==> config.mk <==
export PLATFORM = sky130hd
export DESIGN_NAME = hmulUnit
export DESIGN_NICKNAME = d
export VERILOG_FILES = /design/src/hmulPkg.sv /design/src/fpMulPrep.sv /design/src/fpMulRound.sv /design/src/hmulUnit.sv
export VERILOG_INCLUDE_DIRS = /design/src /design/src/src
export SDC_FILE = /design/constraint.sdc
export NUM_CORES = 1
export LEC_CHECK = 0
export BUFFER_PORTS_ARGS = -buffer_cell sky130_fd_sc_hd__buf_2
export CORE_UTILIZATION = 45
export DETAILED_ROUTE_END_ITERATION = 12
export SYNTH_ARGS = -nofsm -noshare
export SYNTH_HDL_FRONTEND = slang
export SYNTH_SLANG_ARGS = --single-unit
==> constraint.sdc <==
create_clock -name clk -period 6.4 [get_ports clk]
set_input_delay 0.96 -clock clk [delete_from_list [all_inputs] [get_ports clk]]
set_output_delay 0.96 -clock clk [all_outputs]
set_load 0.01 [all_outputs]
==> src/hmulDefines.svh <==
`ifndef HMUL_DEFINES_SVH
`define HMUL_DEFINES_SVH

// binary16 field layout
`define HALF_EXP_W 5 // Exponent bits
`define HALF_MAN_W 10 // Stored mantissa bits, hidden one not counted

// Exponent bias for binary16
`define HALF_BIAS 15

// Canonical quiet NaN
// Sign clear, exponent all ones, top mantissa bit set
`define HALF_QNAN 16'h7E00

// Enabled edges from operand sample to result
// Operand reg, stage reg, result reg
`define HMUL_LATENCY 2

`endif

==> src/hmulPkg.sv <==
package hmulPkg;

	`include "hmulDefines.svh"

	// One binary16 value, msb first
	typedef struct packed {
		logic sign; // 1 means negative
		logic [`HALF_EXP_W-1:0] exp; // Biased exponent
		logic [`HALF_MAN_W-1:0] man; // Fraction without hidden one
	} halfFloat_t;

	// Operand classes
	// Subnormal encodings are folded into clsZero
	typedef enum logic [2:0] {
		clsZero = 3'd0,
		clsNormal = 3'd1,
		clsInf = 3'd2,
		clsQnan = 3'd3,
		clsSnan = 3'd4
	} fpClass_t;

	// Exception flags, sticky only for one result
	typedef struct packed {
		logic invalid; // Inf times zero or signaling NaN in
		logic overflow; // Result too large, went to inf
		logic underflow; // Result too small, flushed to zero
		logic inexact; // Some bits lost
	} fpFlags_t;

	// Prep to round payload, 36 bits
	typedef struct packed {
		logic sign; // Product sign
		logic signed [`HALF_EXP_W+1:0] expSum; // ea + eb - bias, before normalizing
		logic [2*`HALF_MAN_W+1:0] manProd; // 11 x 11 significand product
		fpClass_t classA;
		fpClass_t classB;
	} mulStage_t;

	// Final product plus its flags, 20 bits
	typedef struct packed {
		halfFloat_t value;
		fpFlags_t flags;
	} mulResult_t;

endpackage

==> src/fpMulPrep.sv <==
`timescale 1ns/1ns

`include "hmulDefines.svh"

// First half of the multiply
// Classifies operands, xors signs, adds exponents and multiplies significands
module fpMulPrep (
	input hmulPkg::halfFloat_t a,
	input hmulPkg::halfFloat_t b,
	output hmulPkg::mulStage_t stage
);

	import hmulPkg::*;

	localparam int SigW = `HALF_MAN_W + 1; // Significand width with hidden one
	localparam int ExpSumW = `HALF_EXP_W + 2; // Room for sign and carry

	// Class of one operand from its fields
	function automatic fpClass_t classify(input halfFloat_t v);
		fpClass_t cls;
		if (v.exp == '0) begin
			cls = clsZero; // Zero and subnormal alike
		end else if (v.exp == '1) begin
			if (v.man == '0)
				cls = clsInf;
			else if (v.man[`HALF_MAN_W-1])
				cls = clsQnan; // Quiet bit set
			else
				cls = clsSnan;
		end else begin
			cls = clsNormal;
		end
		return cls;
	endfunction

	logic [SigW-1:0] sigA; // Significands with hidden bit
	logic [SigW-1:0] sigB;
	logic [ExpSumW-1:0] expA; // Zero extended exponents
	logic [ExpSumW-1:0] expB;

	// Hidden one only for nonzero exponent
	// Zero and subnormal give a zero significand
	assign sigA = (a.exp != '0) ? {1'b1, a.man} : '0;
	assign sigB = (b.exp != '0) ? {1'b1, b.man} : '0;

	assign expA = {2'b00, a.exp};
	assign expB = {2'b00, b.exp};

	always_comb begin
		stage.sign = a.sign ^ b.sign; // Equal signs give positive
		stage.expSum = expA + expB - ExpSumW'(`HALF_BIAS); // Range -13..45 for normal inputs
		stage.manProd = sigA * sigB; // Full 22 bit product in [1,4) for normals
		stage.classA = classify(a);
		stage.classB = classify(b);
	end

endmodule

==> src/fpMulRound.sv <==
`timescale 1ns/1ns

`include "hmulDefines.svh"

// Second half of the multiply
// Normalize, round to nearest even, range limits and special values
module fpMulRound (
	input hmulPkg::mulStage_t stage,
	output hmulPkg::mulResult_t result
);

	import hmulPkg::*;

	localparam int ProdW = 2 * `HALF_MAN_W + 2; // 22
	localparam int ExpW = `HALF_EXP_W + 3; // Signed working exponent
	localparam int MaxExp = (1 << `HALF_EXP_W) - 1; // 31, reserved for inf/NaN

	logic [ProdW-1:0] norm; // Product with leading one at the top
	logic guardBit;
	logic roundBit;
	logic stickyBit;
	logic roundUp;
	logic [`HALF_MAN_W+1:0] manRnd; // Carry, hidden one, fraction
	logic signed [ExpW-1:0] expNorm; // After the first shift
	logic signed [ExpW-1:0] expFin; // After rounding carry
	logic aNan, bNan, aInf, bInf, aZero, bZero;
	logic anySnan;

	// Shift left by one when the product is below 2, top bit is then the hidden one
	assign norm = stage.manProd[ProdW-1] ? stage.manProd : {stage.manProd[ProdW-2:0], 1'b0};

	// Bump exponent when product was in [2,4)
	assign expNorm = {stage.expSum[ExpW-2], stage.expSum} + ExpW'(stage.manProd[ProdW-1]);

	assign guardBit = norm[ProdW-`HALF_MAN_W-2]; // First bit below the lsb
	assign roundBit = norm[ProdW-`HALF_MAN_W-3];
	assign stickyBit = |norm[ProdW-`HALF_MAN_W-4:0];

	// Nearest even, tie goes up only on an odd lsb
	assign roundUp = guardBit & (roundBit | stickyBit | norm[ProdW-`HALF_MAN_W-1]);

	assign manRnd = {1'b0, norm[ProdW-1:ProdW-`HALF_MAN_W-1]} + (`HALF_MAN_W+2)'(roundUp);

	// Carry out of rounding means 1.111..1 became 10.000..0
	// Fraction bits are already zero then, only the exponent moves
	assign expFin = expNorm + ExpW'(manRnd[`HALF_MAN_W+1]);

	// Operand class decode
	assign aNan = (stage.classA == clsQnan) || (stage.classA == clsSnan);
	assign bNan = (stage.classB == clsQnan) || (stage.classB == clsSnan);
	assign aInf = stage.classA == clsInf;
	assign bInf = stage.classB == clsInf;
	assign aZero = stage.classA == clsZero;
	assign bZero = stage.classB == clsZero;
	assign anySnan = (stage.classA == clsSnan) || (stage.classB == clsSnan);

	always_comb begin
		result = '0;
		result.value.sign = stage.sign; // Default for every signed result
		if (aNan || bNan || (aInf && bZero) || (aZero && bInf)) begin
			// Canonical NaN, sign from the pattern
			result.value = `HALF_QNAN;
			result.flags.invalid = anySnan | (aInf & bZero) | (aZero & bInf);
		end else if (aInf || bInf) begin
			result.value.exp = '1; // Signed inf, exact
		end else if (aZero || bZero) begin
			// Signed zero, exp and man stay clear
		end else if (expFin >= ExpW'(MaxExp)) begin
			result.value.exp = '1; // Overflow to inf
			result.flags.overflow = 1'b1;
			result.flags.inexact = 1'b1;
		end else if (expFin <= 0) begin
			// Flush, subnormal results are not produced
			result.flags.underflow = 1'b1;
			result.flags.inexact = 1'b1;
		end else begin
			result.value.exp = expFin[`HALF_EXP_W-1:0];
			result.value.man = manRnd[`HALF_MAN_W-1:0]; // Zero after a rounding carry
			result.flags.inexact = guardBit | roundBit | stickyBit;
		end
	end

endmodule

==> src/hmulUnit.sv <==
`timescale 1ns/1ns

// Two stage binary16 multiplier
// ce freezes all three registers together, output holds while low
module hmulUnit (
	input logic clk,
	input logic rst,
	input logic ce,
	input hmulPkg::halfFloat_t din0,
	input hmulPkg::halfFloat_t din1,
	output hmulPkg::halfFloat_t dout,
	output hmulPkg::fpFlags_t flags
);

	import hmulPkg::*;

	halfFloat_t opA; // Operand register
	halfFloat_t opB;
	mulStage_t prepStage; // Comb out of prep
	mulStage_t stageQ; // Stage register
	mulResult_t roundRes; // Comb out of round
	mulResult_t resQ; // Result register

	// Operand capture
	always_ff @(posedge clk) begin
		if (rst) begin
			opA <= '0;
			opB <= '0;
		end else if (ce) begin
			opA <= din0;
			opB <= din1;
		end
	end

	// Classify, add exponents, multiply significands
	fpMulPrep u_prep (
		.a(opA),
		.b(opB),
		.stage(prepStage)
	);

	// Middle register between the two halves
	always_ff @(posedge clk) begin
		if (rst)
			stageQ <= '0; // Class zero, rounds to +0
		else if (ce)
			stageQ <= prepStage;
	end

	// Normalize, round, range and specials
	fpMulRound u_round (
		.stage(stageQ),
		.result(roundRes)
	);

	// Result register
	always_ff @(posedge clk) begin
		if (rst)
			resQ <= '0;
		else if (ce)
			resQ <= roundRes;
	end

	// Outputs straight from the register
	assign dout = resQ.value;
	assign flags = resQ.flags;

endmodule

; ---- Yosys cells after proc, flatten, opt, wreduce, memory -nomap -nowiden
; Index checks and enable logic that the tools add are counted.
; Widths: inputs -> output; s select.
[classes]
mul = 1
addsub = 5
shift = 0
eq_ne = 8
reduce_logical = 19
div_mod_pow = 0
magnitude_cmp = 2
n_bitwise = 10
n_mux = 28
[ops]
columns = op, count
row1 = $mux 15, 3
row2 = $mux 3, 11
row3 = $mul 11x11->22, 1
row4 = $mux 11, 2
row5 = $mux 22, 1
row6 = $logic_not 10->1, 2
row7 = $mux 10, 2
row8 = $add 11x1->12, 1
row9 = $eq 3x2->1 const B, 4
row10 = $eq 5x5->1 const B, 2
row11 = $logic_not 5->1, 2
row12 = $mux 5, 2
row13 = $reduce_bool 5->1, 2
row14 = $reduce_or 9->1, 1
row15 = $add 7x2->8, 1
row16 = $add 8x1->8, 1
row17 = $ge 8x6->1 const B, 1
row18 = $le 8x1->1 const B, 1
row19 = $logic_or 1x1->1, 8
row20 = $mux 1, 7
row21 = $sub 7x4->7 const B, 1
row22 = $add 5x5->6, 1
row23 = $eq 3x3->1 const B, 2
row24 = $logic_not 3->1, 2
row25 = 4 further kinds, 12
[word_totals]
inputBits = 35
out_inout_bits = 20
romBits = 0
ramBits = 0
memories = 0
latch_bits = 0
elab_cells = 91
reg_bits = 88

; ---- Depth between registers and ports, before layout
[depth]
depth_word = 13
mapped_depth = 24
depth_no_buf = 22

; ---- Cells and area by module
; A second synthesis with hierarchy kept.
[hier_totals]
cells_unflattened = 981
area_unflattened_um2 = 8682.1
[by_module_without_submodules]
columns = module, seq_area_each_um2, cells_each, area_per_inst_um2, instances
row1 = fpMulPrep, 0.0, 545, 4461.8, 1
row2 = hmulUnit, 1761.7, 284, 3114.2, 1
row3 = fpMulRound, 0.0, 152, 1106.1, 1

; ---- Worst setup path before layout
; Ideal clock, no wire load.
[synth_path]
path_kind = register to register
start = register opB[11] (netlist name)
end = register stageQ[24] (netlist name)
required_time_ns = 6.272
stages_incl_launch_ff = 21
n_path_buf = 2
period_less_slack_ns = 5.855
t_arrival_ns = 5.727
setup_slack_ns = 0.545
cell_sequence = dfxtp_1 or4_1 nor2_1 a21oi_1 clkbuf_1 clkbuf_1 and3_1 fa_1 fa_1 fa_1 fa_1 inv_1 fa_1 inv_1 ha_1 a21oi_1 o211ai_1 a311o_1 o32ai_1 xor2_1 o21ai_1
[synth_between]
elab_chain_cells = 3
[synth_rtl]
columns = element, line
row1 = start: declaration, hmulUnit.sv:18  ; halfFloat_t opB;
row2 = start signal: assignment, hmulUnit.sv:31  ; opB <= din1;
row3 = $reduce_bool 5->1, fpMulPrep.sv:44  ; assign sigB = (b.exp != '0) ? {1'b1, b.man} : '0;
row4 = $mux 11, fpMulPrep.sv:44
row5 = $mul 11x11->22, fpMulPrep.sv:52  ; stage.manProd = sigA * sigB;
row6 = end signal: assignment, hmulUnit.sv:47  ; stageQ <= prepStage;
row7 = end: declaration, hmulUnit.sv:20  ; mulStage_t stageQ;
; Every way passes these cells.
; A chain may end at the register's enable or synchronous reset.

; ---- Worst setup path in the final report
[layout_path]
start = register opA[11] (netlist name)
end = register stageQ[24] (netlist name)
[layout_between]
elab_chain_cells = 3
[layout_rtl]
columns = element, line
row1 = start: declaration, hmulUnit.sv:17  ; halfFloat_t opA;
row2 = start signal: assignment, hmulUnit.sv:30  ; opA <= din0;
row3 = $reduce_bool 5->1, fpMulPrep.sv:43  ; assign sigA = (a.exp != '0) ? {1'b1, a.man} : '0;
row4 = $mux 11, fpMulPrep.sv:43
row5 = $mul 11x11->22, fpMulPrep.sv:52
; Every way passes these cells.

==> impl_metrics.json <==
{
  "synth_edf_count": 0,
  "ys_async_sr_fraction_pct": 0,
  "hold_viol": 0,
  "cts.sinks": 88,
  "seq_area_frac_synth_pct": 21.3,
  "synth_compound_area_share_pct": 12.9,
  "rows": 49,
  "path_class": "register to register",
  "core_um2": 18000,
  "maxCapViolations": 0,
  "final_common_cell": "inv_1",
  "fin_util_pct": 50.3,
  "syn_area_um2": 8270,
  "area_delta_synth_final_pct": 9.22,
  "clockBufferDepth": 2,
  "final_antenna_net_count": 0,
  "crit_arrival_ns": 6.35,
  "placed_area_um2": 8720,
  "finalSetupTns_ns": 0,
  "synthXorXnorAreaFrac_pct": 2.44,
  "ys_seq_elements": 88,
  "rsz0062_at_grt": "no",
  "yosysWarnings": 0,
  "grt_pass1_vias": 6413,
  "ctsRootBufferMaster": "clkbuf_16",
  "path_max_fanout": 16,
  "cts.clk_slew.worst_paths_ns": 0.07,
  "yosysUniqueCellTypes": 67,
  "skew_ns": 0.00657,
  "fillCellCount": 1744,
  "num-nets-final": 1175,
  "cts_setup_buffers": 0,
  "drt_iter0_markers": 481,
  "worst_slew_pin_slew_ns": 1.01,
  "yosys.area_share.adder_pct": 30.3,
  "grt_use_met3_pct": 3.42,
  "wl_um": 20200,
  "syn_nets": 1150,
  "yosys.area_share.simple_pct": 19.7,
  "max-slew-margin-rel_pct": 32.4,
  "antennaDiodeCount": 0,
  "grt_max_degree": 70,
  "hp-class": "register to register",
  "grt_pass1_wl_um": 33000,
  "mostFrequentLayoutCells": "inv_1, nor2_1, nand2_1, dfxtp_1, fa_1",
  "muxShareOfSynthArea_pct": 5.46,
  "leakage_uw": 0.00456,
  "wl_per_cell_um": 16.5,
  "globalRoute.totalOverflow": 0,
  "clkLatencyLatePin_ns": 0.36,
  "grt_usage_pct": 22.8,
  "synthFlopType": "dfxtp_1",
  "post-route-period-util_pct": 95.6,
  "setup_violations": 0,
  "dp_slack_ns": 0.252,
  "power.density_nw_per_um2": 163,
  "synth_top_family_by_area": "adder cells",
  "start_util_pct": 46.0,
  "vias_per_cell": 5.45,
  "cts_tree": "built",
  "cts_hold_buf": 0,
  "drive_gt1_share_pct": 9.86,
  "dp_hpwl_um": 15100,
  "die_area_um2": 18900,
  "die_h_um": 138,
  "start_kind": "register",
  "max_freq_mhz": 163,
  "antenna_found_initial": 0,
  "period_needed_ns": 6.12,
  "vias": 6660,
  "final_area_um2": 9030,
  "port_buffers": 54,
  "first_pass_iters": 5,
  "syn_inst": 964,
  "drcViolationCount": 0,
  "top_usage_layer": "met2",
  "end_kind": "register",
  "fin_ws_ns": 0.282,
  "use_met1_pct": 31.4,
  "syn_area_per_cell_um2": 8.58,
  "htreeDepth": 3,
  "required_ns": 6.63,
  "gr-usage-met2_pct": 36.3,
  "ir_worst_vdd_mv": 0.131,
  "fp.dieW_um": 138,
  "drv_slew": 0,
  "status": "complete, no violations",
  "cts_buffers": 9,
  "gp_congestion": 0.864,
  "pin_count": 55
}
-- power breakdown --
group | internal [uW] | total [uW] | switching, uW
Sequential | 575 | 625 | 49.5
Clock | 269 | 525 | 256
Combinational | 129 | 324 | 196
Total | 973 | 1470 | 501
-- cell usage after synthesis, types with 15 or more instances --
library cell	n	area, um2
xnor2_1	15	131
nor2_1	89	334
a21o_1	16	120
mux2i_1	44	440
a21oi_1	48	240
clkbuf_1	44	165
nand2_1	88	330
fa_1	82	1640
and3_1	57	357
ha_1	69	863
nand3_1	24	120
dfxtp_1	88	1760
inv_1	118	443
-- worst max-delay path, stage by stage (launching register included) --
cell	delay [ns]
dfxtp_1	0.36
nor3_1	0.64
a21oi_2	0.36
and3_1	0.30
fa_1	0.55
fa_1	0.45
fa_1	0.52
fa_1	0.55
inv_1	0.06
fa_1	0.53
inv_1	0.04
ha_1	0.36
a21oi_1	0.22
o211ai_1	0.12
a311o_1	0.36
o32ai_1	0.32
xor2_1	0.17
o21ai_1	0.07
-- metrics by stage --
stage	hold WS (ns)	cells	total power [uW]
after floorplan	0.441	964	856
after global placement	0.440	1206	951
after detailed placement	0.445	1206	954
after CTS	0.455	1222	1480
after global routing	0.477	1223	1560
final	0.451	1223	1470
-- cell families (layout without fill, tap and decap cells) --
family | after synthesis | count (layout)
compound gates | 156 | 157
xor+xnor | 23 | 23
fa+ha+maj | 151 | 151
buf+inv | 172 | 201
flops | 88 | 88
mux | 45 | 45
simple gates | 329 | 329
-- cell type report --
cell class | count | area (um2) | share of cell area, %
clock buffer | 10 | 229 | 2.54
clock inverter | 6 | 57.6 | 0.637
inverter | 119 | 447 | 4.95
multi-input combinational | 705 | 5890 | 65.2
sequential | 88 | 1760 | 19.5
tap | 229 | 287 | 3.17
timing repair buffer | 66 | 363 | 4.02
-- path summary, 6_finish.rpt --
kind	start	to	slack [ns]	cells past startpoint
worst max-delay path	opA[11]	stageQ[24]	0.28	17
worst min-delay path	flags[1]	flags[1]	0.45	2
worst max register to register	opA[11]	stageQ[24]	0.28	17
worst min register to register	flags[1]	flags[1]	0.45	2
-- repair_timing --
item | CTS | global route
gates resized for setup | 0 | 3
hold endpoints to repair | 0 | 0
setup endpoints to repair | 0 | 5
-- per-layer routing --
| metal | wire [um] | share of wire, % | vias to the layer above |
|---|---|---|---|
| met5 | 0 | 0 | - |
| met4 | 356 | 1.8 | 0 |
| met3 | 827 | 4.1 | 24 |
| met2 | 9150 | 45 | 159 |
| met1 | 9860 | 49 | 3165 |
| li1 | - | - | 3312 |
-- state kept, by name, indices dropped and copies added, names as in the netlist --
name    cells
flags       4
dout       16
stageQ     36
opB        16
opA        16
No activity file was read; power rests on OpenSTA's default activity.
